**src/include/dmac_params.svh**
```systemverilog
/* dmac parameters
   widths, queue depth and register map of the DMA wrapper */

`ifndef DMAC_PARAMS_SVH
`define DMAC_PARAMS_SVH

// datapath and counter widths
`define DMAC_ADDR_WIDTH     16
`define DMAC_DATA_WIDTH     32
`define DMAC_LEN_WIDTH      16
`define DMAC_REPS_WIDTH     8
`define DMAC_ID_WIDTH       32
`define DMAC_QUEUE_DEPTH    2
`define DMAC_REG_ADDR_WIDTH 4

// register map, word offsets
`define DMAC_REG_SRC        4'd0
`define DMAC_REG_DST        4'd1
`define DMAC_REG_LEN        4'd2
`define DMAC_REG_REPS       4'd3
`define DMAC_REG_SRC_STRIDE 4'd4
`define DMAC_REG_DST_STRIDE 4'd5
`define DMAC_REG_LAUNCH     4'd6
`define DMAC_REG_DONE_ID    4'd7
`define DMAC_REG_STATUS     4'd8

`endif

```
**src/source/dmac_pkg.sv**
```systemverilog
/* dmac package
   scalar types and packed structs shared by the DMA wrapper blocks */

`include "dmac_params.svh"

package dmac_pkg;

  // --------------------------------------------------
  // scalar types
  // --------------------------------------------------
  typedef logic [`DMAC_ADDR_WIDTH-1:0]     addr_t;
  typedef logic [`DMAC_DATA_WIDTH-1:0]     data_t;
  typedef logic [`DMAC_LEN_WIDTH-1:0]      len_t;
  typedef logic [`DMAC_REPS_WIDTH-1:0]     reps_t;
  typedef logic [`DMAC_ID_WIDTH-1:0]       id_t;
  typedef logic [`DMAC_REG_ADDR_WIDTH-1:0] reg_addr_t;

  // --------------------------------------------------
  // bundles
  // --------------------------------------------------

  // one access on the register port
  typedef struct packed {
    logic      wr;
    reg_addr_t addr;
    data_t     wdata;
  } reg_req_t;

  // one 2D transfer, rows of len words repeated reps times
  typedef struct packed {
    addr_t src;
    addr_t dst;
    len_t  len;
    reps_t reps;
    addr_t src_stride;
    addr_t dst_stride;
  } nd_req_t;

  // one word access on the memory port
  typedef struct packed {
    logic  wr;
    addr_t addr;
    data_t wdata;
  } mem_req_t;

endpackage

```
**src/source/dmac_reg_frontend.sv**
```systemverilog
/* dmac register frontend
   config registers, launch into the request queue, transfer ID counters */

`timescale 1ns/1ps

`include "dmac_params.svh"

module dmac_reg_frontend (
  input  logic               clk_i,
  input  logic               arst_n_i,
  input  logic               reg_valid_i,
  input  dmac_pkg::reg_req_t reg_req_i,
  input  logic               push_ready_i,
  input  logic               done_i,
  input  logic               busy_i,
  output logic               reg_gnt_o,
  output logic               reg_rvalid_o,
  output dmac_pkg::data_t    reg_rdata_o,
  output logic               push_valid_o,
  output dmac_pkg::nd_req_t  nd_req_o
);

  import dmac_pkg::*;

  nd_req_t cfg_q;
  id_t     next_id_q;
  id_t     done_id_q;
  data_t   rdata_d;
  logic    launch_rd;
  logic    access;
  logic    push;

  // --------------------------------------------------
  // access decode
  // --------------------------------------------------

  // a launch is a read of the launch register
  assign launch_rd = reg_valid_i && !reg_req_i.wr && (reg_req_i.addr == `DMAC_REG_LAUNCH);

  // only back-pressure: launch while the queue is full
  assign reg_gnt_o = !(launch_rd && !push_ready_i);
  assign access    = reg_valid_i && reg_gnt_o;

  assign push_valid_o = launch_rd;
  assign push         = push_valid_o && push_ready_i;
  assign nd_req_o     = cfg_q;

  // config write port
  always_ff @(posedge clk_i or negedge arst_n_i) begin
    if (!arst_n_i) begin
      cfg_q <= '0;
    end else if (access && reg_req_i.wr) begin
      case (reg_req_i.addr)
        `DMAC_REG_SRC:        cfg_q.src        <= addr_t'(reg_req_i.wdata);
        `DMAC_REG_DST:        cfg_q.dst        <= addr_t'(reg_req_i.wdata);
        `DMAC_REG_LEN:        cfg_q.len        <= len_t'(reg_req_i.wdata);
        `DMAC_REG_REPS:       cfg_q.reps       <= reps_t'(reg_req_i.wdata);
        `DMAC_REG_SRC_STRIDE: cfg_q.src_stride <= addr_t'(reg_req_i.wdata);
        `DMAC_REG_DST_STRIDE: cfg_q.dst_stride <= addr_t'(reg_req_i.wdata);
        default: ;
      endcase
    end
  end

  // --------------------------------------------------
  // read data
  // --------------------------------------------------
  always_comb begin
    rdata_d = '0;
    case (reg_req_i.addr)
      `DMAC_REG_SRC:        rdata_d = data_t'(cfg_q.src);
      `DMAC_REG_DST:        rdata_d = data_t'(cfg_q.dst);
      `DMAC_REG_LEN:        rdata_d = data_t'(cfg_q.len);
      `DMAC_REG_REPS:       rdata_d = data_t'(cfg_q.reps);
      `DMAC_REG_SRC_STRIDE: rdata_d = data_t'(cfg_q.src_stride);
      `DMAC_REG_DST_STRIDE: rdata_d = data_t'(cfg_q.dst_stride);
      // launch returns the ID handed to this transfer
      `DMAC_REG_LAUNCH:     rdata_d = data_t'(next_id_q);
      `DMAC_REG_DONE_ID:    rdata_d = data_t'(done_id_q);
      `DMAC_REG_STATUS:     rdata_d = data_t'(busy_i);
      default:              rdata_d = '0;
    endcase
  end

  // response one cycle after the grant, writes included
  always_ff @(posedge clk_i or negedge arst_n_i) begin
    if (!arst_n_i) begin
      reg_rvalid_o <= 1'b0;
    end else begin
      reg_rvalid_o <= access;
    end
  end

  always_ff @(posedge clk_i) begin
    if (access) begin
      reg_rdata_o <= reg_req_i.wr ? '0 : rdata_d;
    end
  end

  // --------------------------------------------------
  // transfer ID counters
  // --------------------------------------------------
  always_ff @(posedge clk_i or negedge arst_n_i) begin
    if (!arst_n_i) begin
      next_id_q <= id_t'(1);
      done_id_q <= '0;
    end else begin
      if (push) begin
        next_id_q <= next_id_q + id_t'(1);
      end
      if (done_i) begin
        done_id_q <= done_id_q + id_t'(1);
      end
    end
  end

  // every completion belongs to a launched transfer
  a_done_after_launch : assert property (
    @(posedge clk_i) disable iff (!arst_n_i)
    done_i |-> ((done_id_q + id_t'(1)) != next_id_q)
  );

endmodule

```
**src/source/dmac_req_fifo.sv**
```systemverilog
/* dmac request fifo
   circular buffer for any payload type, pop visible the cycle after push */

`timescale 1ns/1ps

`include "dmac_params.svh"

module dmac_req_fifo #(
  parameter type         T     = logic,
  parameter int unsigned DEPTH = `DMAC_QUEUE_DEPTH
) (
  input  logic clk_i,
  input  logic arst_n_i,
  input  logic push_valid_i,
  input  T     data_i,
  input  logic pop_ready_i,
  output logic push_ready_o,
  output logic pop_valid_o,
  output T     data_o,
  output logic empty_o
);

  localparam int unsigned PtrW = (DEPTH > 1) ? $clog2(DEPTH) : 1;
  localparam int unsigned CntW = $clog2(DEPTH + 1);

  T                  mem_q [DEPTH];
  logic [PtrW-1:0]   wr_ptr_q;
  logic [PtrW-1:0]   rd_ptr_q;
  logic [CntW-1:0]   count_q;
  logic              push;
  logic              pop;

  assign push_ready_o = (count_q != CntW'(DEPTH));
  assign pop_valid_o  = (count_q != '0);
  assign empty_o      = (count_q == '0);
  assign data_o       = mem_q[rd_ptr_q];

  assign push = push_valid_i && push_ready_o;
  assign pop  = pop_valid_o && pop_ready_i;

  // pointers wrap at DEPTH, count tracks occupancy
  always_ff @(posedge clk_i or negedge arst_n_i) begin
    if (!arst_n_i) begin
      wr_ptr_q <= '0;
      rd_ptr_q <= '0;
      count_q  <= '0;
    end else begin
      if (push) begin
        wr_ptr_q <= (wr_ptr_q == PtrW'(DEPTH - 1)) ? '0 : wr_ptr_q + 1'b1;
      end
      if (pop) begin
        rd_ptr_q <= (rd_ptr_q == PtrW'(DEPTH - 1)) ? '0 : rd_ptr_q + 1'b1;
      end
      if (push && !pop) begin
        count_q <= count_q + 1'b1;
      end else if (pop && !push) begin
        count_q <= count_q - 1'b1;
      end
    end
  end

  // storage
  always_ff @(posedge clk_i) begin
    if (push) begin
      mem_q[wr_ptr_q] <= data_i;
    end
  end

  // occupancy never passes DEPTH, a full queue has the write pointer on the read slot
  a_no_overflow : assert property (
    @(posedge clk_i) disable iff (!arst_n_i)
    (count_q >= CntW'(DEPTH)) |-> (count_q == CntW'(DEPTH) && wr_ptr_q == rd_ptr_q)
  );

  // an empty queue has both pointers on the same slot
  a_no_underflow : assert property (
    @(posedge clk_i) disable iff (!arst_n_i)
    (count_q == '0) |-> (wr_ptr_q == rd_ptr_q)
  );

endmodule

```
**src/source/dmac_nd_engine.sv**
```systemverilog
/* dmac nd engine
   walks a 2D request row by row, copying one word per read and write */

`timescale 1ns/1ps

`include "dmac_params.svh"

module dmac_nd_engine (
  input  logic                clk_i,
  input  logic                arst_n_i,
  input  logic                req_valid_i,
  input  dmac_pkg::nd_req_t   req_i,
  input  logic                mem_gnt_i,
  input  logic                mem_rvalid_i,
  input  dmac_pkg::data_t     mem_rdata_i,
  output logic                req_ready_o,
  output logic                mem_valid_o,
  output dmac_pkg::mem_req_t  mem_req_o,
  output logic                done_o,
  output logic                busy_o
);

  import dmac_pkg::*;

  typedef enum logic [1:0] {
    st_idle,
    st_read,
    st_wait,
    st_write
  } state_e;

  state_e  state_q;
  nd_req_t req_q;
  addr_t   src_row_q;
  addr_t   dst_row_q;
  len_t    word_cnt_q;
  reps_t   row_cnt_q;
  data_t   rdata_q;
  logic    done_q;
  logic    pop;
  logic    empty_req;
  logic    last_word;
  logic    last_row;

  assign req_ready_o = (state_q == st_idle);
  assign pop         = req_valid_i && req_ready_o;
  assign empty_req   = (req_i.len == '0) || (req_i.reps == '0);

  assign last_word = (word_cnt_q == req_q.len - len_t'(1));
  assign last_row  = (row_cnt_q == req_q.reps - reps_t'(1));

  // done covers its own cycle so status never shows idle before the count moves
  assign done_o = done_q;
  assign busy_o = (state_q != st_idle) || done_q;

  // --------------------------------------------------
  // memory port
  // --------------------------------------------------
  always_comb begin
    mem_valid_o     = 1'b0;
    mem_req_o.wr    = 1'b0;
    mem_req_o.addr  = src_row_q + addr_t'(word_cnt_q);
    mem_req_o.wdata = '0;
    case (state_q)
      st_read: begin
        mem_valid_o = 1'b1;
      end
      st_write: begin
        mem_valid_o     = 1'b1;
        mem_req_o.wr    = 1'b1;
        mem_req_o.addr  = dst_row_q + addr_t'(word_cnt_q);
        mem_req_o.wdata = rdata_q;
      end
      default: ;
    endcase
  end

  // --------------------------------------------------
  // FSM and counters
  // --------------------------------------------------
  always_ff @(posedge clk_i or negedge arst_n_i) begin
    if (!arst_n_i) begin
      state_q    <= st_idle;
      word_cnt_q <= '0;
      row_cnt_q  <= '0;
      done_q     <= 1'b0;
    end else begin
      done_q <= 1'b0;
      case (state_q)
        st_idle: begin
          if (pop) begin
            word_cnt_q <= '0;
            row_cnt_q  <= '0;
            // empty transfers retire without touching memory
            if (empty_req) begin
              done_q <= 1'b1;
            end else begin
              state_q <= st_read;
            end
          end
        end
        st_read: begin
          if (mem_gnt_i) begin
            state_q <= st_wait;
          end
        end
        st_wait: begin
          if (mem_rvalid_i) begin
            state_q <= st_write;
          end
        end
        st_write: begin
          if (mem_gnt_i) begin
            if (!last_word) begin
              word_cnt_q <= word_cnt_q + len_t'(1);
              state_q    <= st_read;
            end else if (!last_row) begin
              word_cnt_q <= '0;
              row_cnt_q  <= row_cnt_q + reps_t'(1);
              state_q    <= st_read;
            end else begin
              state_q <= st_idle;
              done_q  <= 1'b1;
            end
          end
        end
        default: state_q <= st_idle;
      endcase
    end
  end

  // request, row bases and read data
  always_ff @(posedge clk_i) begin
    if (pop) begin
      req_q     <= req_i;
      src_row_q <= req_i.src;
      dst_row_q <= req_i.dst;
    end else if (state_q == st_write && mem_gnt_i && last_word) begin
      src_row_q <= src_row_q + req_q.src_stride;
      dst_row_q <= dst_row_q + req_q.dst_stride;
    end
    if (state_q == st_wait && mem_rvalid_i) begin
      rdata_q <= mem_rdata_i;
    end
  end

  // request held steady until the memory grants it
  a_req_stable : assert property (
    @(posedge clk_i) disable iff (!arst_n_i)
    (mem_valid_o && !mem_gnt_i) |=> (mem_valid_o && $stable(mem_req_o))
  );

endmodule

```
**src/source/dmac_wrap.sv**
```systemverilog
/* dmac wrapper
   register frontend feeding a request queue drained by the 2D copy engine */

`timescale 1ns/1ps

`include "dmac_params.svh"

module dmac_wrap (
  input  logic               clk_i,
  input  logic               arst_n_i,
  input  logic               reg_valid_i,
  input  dmac_pkg::reg_req_t reg_req_i,
  input  logic               mem_gnt_i,
  input  logic               mem_rvalid_i,
  input  dmac_pkg::data_t    mem_rdata_i,
  output logic               reg_gnt_o,
  output logic               reg_rvalid_o,
  output dmac_pkg::data_t    reg_rdata_o,
  output logic               mem_valid_o,
  output dmac_pkg::mem_req_t mem_req_o,
  output logic               term_event_o,
  output logic               busy_o
);

  import dmac_pkg::*;

  nd_req_t fe_req;
  nd_req_t queue_req;
  logic    push_valid;
  logic    push_ready;
  logic    pop_valid;
  logic    pop_ready;
  logic    queue_empty;
  logic    engine_busy;
  logic    done;

  // busy while anything is queued or executing
  assign busy_o       = engine_busy | ~queue_empty;
  assign term_event_o = done;

  // --------------------------------------------------
  // frontend
  // --------------------------------------------------
  dmac_reg_frontend i_dmac_reg_frontend (
    .clk_i,
    .arst_n_i,
    .reg_valid_i,
    .reg_req_i,
    .push_ready_i(push_ready),
    .done_i      (done),
    .busy_i      (busy_o),
    .reg_gnt_o,
    .reg_rvalid_o,
    .reg_rdata_o,
    .push_valid_o(push_valid),
    .nd_req_o    (fe_req)
  );

  // --------------------------------------------------
  // request queue
  // --------------------------------------------------
  dmac_req_fifo #(
    .T    (nd_req_t),
    .DEPTH(`DMAC_QUEUE_DEPTH)
  ) i_dmac_req_fifo (
    .clk_i,
    .arst_n_i,
    .push_valid_i(push_valid),
    .data_i      (fe_req),
    .pop_ready_i (pop_ready),
    .push_ready_o(push_ready),
    .pop_valid_o (pop_valid),
    .data_o      (queue_req),
    .empty_o     (queue_empty)
  );

  // --------------------------------------------------
  // 2D engine
  // --------------------------------------------------
  dmac_nd_engine i_dmac_nd_engine (
    .clk_i,
    .arst_n_i,
    .req_valid_i (pop_valid),
    .req_i       (queue_req),
    .mem_gnt_i,
    .mem_rvalid_i,
    .mem_rdata_i,
    .req_ready_o (pop_ready),
    .mem_valid_o,
    .mem_req_o,
    .done_o      (done),
    .busy_o      (engine_busy)
  );

endmodule

```
**config.mk**
```make
export PLATFORM = sky130hd
export DESIGN_NAME = dmac_wrap
export DESIGN_NICKNAME = d
export VERILOG_FILES = /design/src/source/dmac_pkg.sv /design/src/source/dmac_reg_frontend.sv /design/src/source/dmac_req_fifo.sv /design/src/source/dmac_nd_engine.sv /design/src/source/dmac_wrap.sv
export VERILOG_INCLUDE_DIRS = /design/src /design/src/include
export SDC_FILE = /design/constraint.sdc
export NUM_CORES = 1
export LEC_CHECK = 0
export BUFFER_PORTS_ARGS = -buffer_cell sky130_fd_sc_hd__buf_2
export CORE_ASPECT_RATIO = 0.75
export CORE_UTILIZATION = 55
export CTS_BUF_LIST = sky130_fd_sc_hd__clkbuf_16
export DETAILED_ROUTE_END_ITERATION = 16
export PLACE_DENSITY = 0.74
export SLEW_MARGIN = 20
export SYNTH_ARGS = -nofsm -noshare
export SYNTH_HDL_FRONTEND = slang
export SYNTH_SLANG_ARGS = --single-unit
```
**constraint.sdc**
```tcl
create_clock -name clk_i -period 16 [get_ports clk_i]
set_clock_uncertainty 0.2 [all_clocks]
set_input_delay 3.2 -clock clk_i [delete_from_list [all_inputs] [get_ports clk_i]]
set_output_delay 3.2 -clock clk_i [all_outputs]
set_load 0.03 [all_outputs]
```
; ---- After elaboration in Yosys (flattened, before gate mapping)
; Memory sizes are Yosys's and may differ from the RTL's.
; Cells that the tools add are included.
[totals]
ff_bits = 336
latch_bits = 0
ramBits = 176
rom_bits = 0
output_inout_bits = 86
elab_cells = 139
n_memories = 1
[classes]
n_addsub = 14
multipliers = 0
n_div = 0
magnitude_cmp = 0
eq_ne = 22
shifts = 0
n_mux = 37
n_bitwise = 2
reduce_logical = 39
[mem_list]
columns = memory, depth, word_bits, read_ports, rd_ports_with_merged_regs, wr, line_no
row1 = i_dmac_req_fifo.mem_q, 2, 88, 1, 0, 1, dmac_req_fifo.sv:26  ; T mem_q [DEPTH];
[op_table]
columns = operator, n
row1 = $pmux W32 S9, 1
row2 = $mux W16, 8
row3 = $add A16 B16 Y16, 4
row4 = $add A32 B1 Y32 const B, 2
row5 = $mux W49, 1
row6 = $mux W8, 4
row7 = $pmux W16 S2, 1
row8 = $add A16 B1 Y16 const B, 1
row9 = $eq A16 B16 Y1, 1
row10 = $eq A4 B3 Y1 const B, 4
row11 = $logic_not A16 Y1, 1
row12 = $mux W2, 8
row13 = $pmux W8 S2, 1
row14 = $sub A16 B1 Y16 const B, 1
row15 = $ne A2 B2 Y1 const B, 7
row16 = $logic_and A1 B1 Y1, 12
row17 = $reduce_and A2 Y1, 6
row18 = $mux W1, 11
row19 = $reduce_and A5 Y1, 2
row20 = $reduce_bool A2 Y1, 5
row21 = $add A8 B1 Y8 const B, 1
row22 = $eq A4 B2 Y1 const B, 2
row23 = $eq A8 B8 Y1, 1
row24 = $logic_not A8 Y1, 1
row25 = other kinds (20), 28

; ---- Depth between registers and ports, before layout
[depth]
word_depth = 8
ltp_mapped = 14

; ---- Cells and area by module
; A second synthesis with hierarchy kept.
[hier_totals]
hier_cells = 1769
area_unflattened_um2 = 23894.2
[modules_own_cells]
columns = mod, instances, cells_each, area_per_inst_um2, seq_area_each_um2
row1 = dmac_nd_engine, 1, 844, 8937.3, 4279.1
row2 = dmac_reg_frontend, 1, 631, 8370.5, 4790.8
row3 = dmac_req_fifo, 1, 293, 6580.1, 5385.2
row4 = dmac_wrap, 1, 1, 6.3, 0.0

; ---- Least setup slack after synthesis
; Ideal clock, no wire load.
[synth_path]
path_kind = input to register
startpoint = in reg_req_i[34] (netlist name)
endpoint = mem i_dmac_req_fifo.mem_q[0][0] (netlist name), enable pin
t_arrival_ps = 8308
required_time_ps = 15254
setup_slack_ps = 6946
cell_stages = 5
path_cell_list = clkbuf_1 nor4bb_1 and4b_1 clkbuf_1 nor2b_1
[synth_via]
elab_chain_cells = 5
[synth_lines]
columns = item, line_no
row1 = "start, declared", dmac_wrap.sv:12  ; input dmac_pkg::reg_req_t reg_req_i,
row2 = $eq A4 B3 Y1 (no line), -
row3 = $logic_and A1 B1 Y1, dmac_reg_frontend.sv:38  ; assign launch_rd = reg_valid_i && !reg_req_i.wr && (reg_req_i.addr == `DMAC_REG_LAUNCH);
row4 = $logic_and A1 B1 Y1, -
row5 = via i_dmac_reg_frontend.push, dmac_reg_frontend.sv:31  ; logic push;
row6 = $mux W1, dmac_req_fifo.sv:64  ; if (push) begin
row7 = $mux W1 (implied by the code), dmac_req_fifo.sv:65  ; mem_q[wr_ptr_q] <= data_i;
row8 = "end, declared", dmac_req_fifo.sv:26
; The timed path passes the listed nets, and every way through them passes these cells.

==> summary.md <==
| Metric | Value |
|---|---|
| Cts hold-fix bufs | `0` |
| Reg2Reg Setup Slack | `11.52 ns` |
| Syn avg cell area | `13.4 um^2` |
| Total GRT Usage | `0.262` |
| Peak supply drop | `0.0939 mV` |
| RSZ-0062 raised after global routing | `false` |
| Syn Std Cell Area | `23300 um^2` |
| R2R Path End | `i_dmac_nd_engine.word_cnt_q[3]` |
| Arrival time worst endpoint | `4.46 ns` |
| Synth Instances | `1734` |
| Worst path cell trace | `ha_2, mux2_2, ha_1, fa_1, a21o_1, a21oi_1, o21bai_1, a31oi_1, o211ai_1, a31o_2, a21oi_1, xnor2_1, buf_2` |
| Hold Path Class | `register to register` |
| Post-DP HPWL | `38.1 mm` |
| I/O Buffers | `143` |
| Number of synthesized flops with an enable pin | `328` |
| Internal power | `2980 uW` |
| CTS sink cnt | `512` |
| Top cells by area, synth | `edfxtp_1 42%, dfrtp_1 20%, mux2_2 7.9%, xnor2_1 3.3%, ha_1 3.1%` |
| Worst Max-Slew Pin Slew | `1.13 ns` |
| Vias | `15100` |
| Sequential area share after synthesis | `0.621` |
| WHS Path Cells | `1` |
| Ys async rst share | `0.359` |
| H-tree levels | `2` |
| Critical path peak fanout | `23` |
| WL final | `55.6 mm` |
| TritonCTS clock tree | `yes` |
| Register share of total power | `0.417` |
| Largest net degree at the start of global routing | `106` |
| Number of synthesized register bits | `512` |
| Core Region | `41200 um^2` |
| Hold Path Origin | `i_dmac_reg_frontend.next_id_q[22]` |
| R2R cell count | `9` |
| DR iter-0 viols | `1419` |
| Fin. max-slew vios | `0` |
| Clock share of power | `0.257` |
| Slowest stage delay, CP | `0.60 ns` |
| Fin nets | `2014` |
| Skew-Pair Late Insertion Delay | `0.58 ns` |
| Status | `completed` |
| Final Hold Viols | `0` |
| Share of the synthesized area in the top cell type | `0.423` |
| DRC viols | `0` |
| Pwr Total | `4580 uW` |
| Total grt overflow | `0` |
| CTS root buf | `clkbuf_16` |
| Final period utilization | `0.491` |
| Data required time at the worst endpoint | `12.60 ns` |
| Vias in the first global route | `14700` |
| R2r startpoint | `i_dmac_nd_engine.req_q[40]` |
| Synth unique cells | `76` |
| Fraction of layout cells with a size suffix above 1 | `0.218` |
| Area leader, netlist | `edfxtp_1` |
| Die height | `180 um` |
| Post-route minimum period | `7.86 ns` |
| Cts bufs inserted | `49` |
| Syn nets | `1868` |
| P&R area growth vs syn | `13.0%` |
| Most used cell, CP | `a21oi_1` |
| Routability cong. | `0.869` |
| Leak Pwr | `0.0105 uW` |
| F_max | `127 MHz` |
| Yosys synthesis warning count | `0` |
| CP Class | `register to primary output` |
| Vias per cell | `6.07` |
| Rows | `64` |
| Die span in x | `240 um` |
| CP max-delay cell | `ha_2` |
| Setup Fix Bufs, Post-CTS | `0` |
| CP startpoint kind | `register` |
| WL/cell | `22.4 um` |
| Synth Flop Type | `edfxtp_1` |
| Pre-antenna DRT Iters | `5` |
| Max Cap Violations | `0` |
| Hold path endpoint | `i_dmac_reg_frontend.next_id_q[22]` |
| Final setup fails | `0` |
| Rel. slew slack | `0.245` |
| Logic pwr share | `0.326` |
| Fillcell total | `3010` |
| Initial Util | `0.565` |
| IO Count | `160` |
| Kind of end point of the critical path | `primary output` |
| CTS clock-pin slew for the worst setup and hold paths | `0.06 ns` |
| Clk buf depth | `3` |
| Gates resized, CTS repair | `0` |
| Die area | `43200 um^2` |
| First-pass GRT wire length | `86.3 mm` |
| Setup TNS | `0 ns` |
| Initial antenna violation count | `2` |
| Net Sw Power | `1600 uW` |
| Power density over the cells | `174 nW/um^2` |
| Antenna Diode Count | `0` |
| Switch share | `0.350` |
| Routed Antenna Nets | `0` |
power by group through the flow:
stage / clock (uW) / combinational (uW) / sequential, uW
floorplan: 0 / 1140 / 1830
global placement: 0 / 1440 / 1910
finish: 1180 / 1490 / 1910
detailed placement: 0 / 1480 / 1930
global route: 1240 / 1640 / 1930
CTS: 1190 / 1490 / 1900
per-layer routing:
metal  vias to the layer above  track usage  routed length (um)
met5                         -            0                  10
met3                        73       0.0456                4280
met2                       536        0.380               24300
met1                      7621        0.411               26200
met4                         2       0.0577                 886
li1                       6827            -                   -
layout by cell type, fill, tap and decap left out, types with 22 or more instances in the layout:
| cell type | instances |
|---|---|
| and3_1 | 30 |
| o21ai_0 | 44 |
| mux2i_1 | 30 |
| edfxtp_1 | 328 |
| and2_1 | 39 |
| a31oi_1 | 22 |
| nand3_1 | 48 |
| nor3_1 | 24 |
| a21oi_1 | 41 |
| inv_1 | 49 |
| xor2_1 | 42 |
| mux2_2 | 164 |
| xnor2_1 | 89 |
| nand2_1 | 89 |
| dfrtp_1 | 182 |
| clkbuf_16 | 50 |
| ha_1 | 56 |
| buf_2 | 142 |
| nor2_1 | 87 |
| a22oi_1 | 50 |
cell type report:
cell class,count,area [um^2],area share
Sequential cell,512,14500,0.550
Tap cell,561,702,0.0267
Clock inverter,41,374,0.0142
Timing Repair Buffer,161,880,0.0334
Clock buffer,50,1250,0.0476
Multi-Input combinational cell,1116,8480,0.323
Inverter,40,150,0.00571
synthesized netlist by cell type, drive strengths merged (40+ instances only):
library cell  number
edfxtp           328
mux2             164
nor2              87
dfrtp            183
and2              40
xnor2             89
nand2             90
clkbuf            51
inv               40
a22oi             50
nand3             48
a21oi             42
xor2              42
o21ai             45
ha                57
kinds of logic (layout without fill, tap and decap cells):
logic type      Yosys count  in the layout  synth area share
buf+inv                 106            292            0.0174
flops                   512            512             0.621
mux                     194            194            0.0922
compound gates          291            291            0.0882
fa+ha+maj                60             60            0.0332
xor+xnor                131            131            0.0493
simple gates            440            440            0.0988
worst max-delay path by stage:
stage               cells after the start                        start  slack (ns)                     endpoint
floorplan                               5                reg_req_i[34]        6.95  i_dmac_req_fifo.mem_q[0][0]
global placement                        4                reg_req_i[33]        8.42                    reg_gnt_o
detailed placement                      4                reg_req_i[33]        8.39                    reg_gnt_o
CTS                                    13  i_dmac_nd_engine.state_q[1]        8.10                mem_req_o[46]
global route                           13  i_dmac_nd_engine.state_q[1]        7.90                mem_req_o[46]
finish                                 13  i_dmac_nd_engine.state_q[1]        8.14                mem_req_o[46]
stage by stage:
step	utilization	instances	worst slack, ns	cell area, um^2	hold slack (ns)
2_1_floorplan	-	1734	6.95	23300	0.246
3_3_place_gp	0.598	2389	8.42	24600	0.265
3_5_place_dp	0.598	2389	8.39	24600	0.264
4_1_cts	0.637	2480	8.10	26300	0.282
5_1_grt	0.638	2481	7.90	26300	0.295
6_report	0.638	2481	8.14	26300	0.288
state kept, by name (all words and copies together) (netlist names), 32 cells and up:
signal                           cells
i_dmac_reg_frontend.nd_req_o        88
i_dmac_req_fifo.mem_q              176
i_dmac_reg_frontend.done_id_q       32
i_dmac_reg_frontend.next_id_q       32
i_dmac_nd_engine.rdata_q            32
i_dmac_nd_engine.req_q              56
i_dmac_reg_frontend.reg_rdata_o     32
worst max-delay path: cells and delay by family (launching register included):
family	cells	cell delay (ns)
AO/OA/AOI/OAI	7	1.44
XOR/XNOR	1	0.14
flip-flops	1	0.43
adder cells (fa/ha/maj)	3	1.23
multiplexers	1	0.43
buffers and inverters	1	0.22
(Power assumes the default switching activity.)
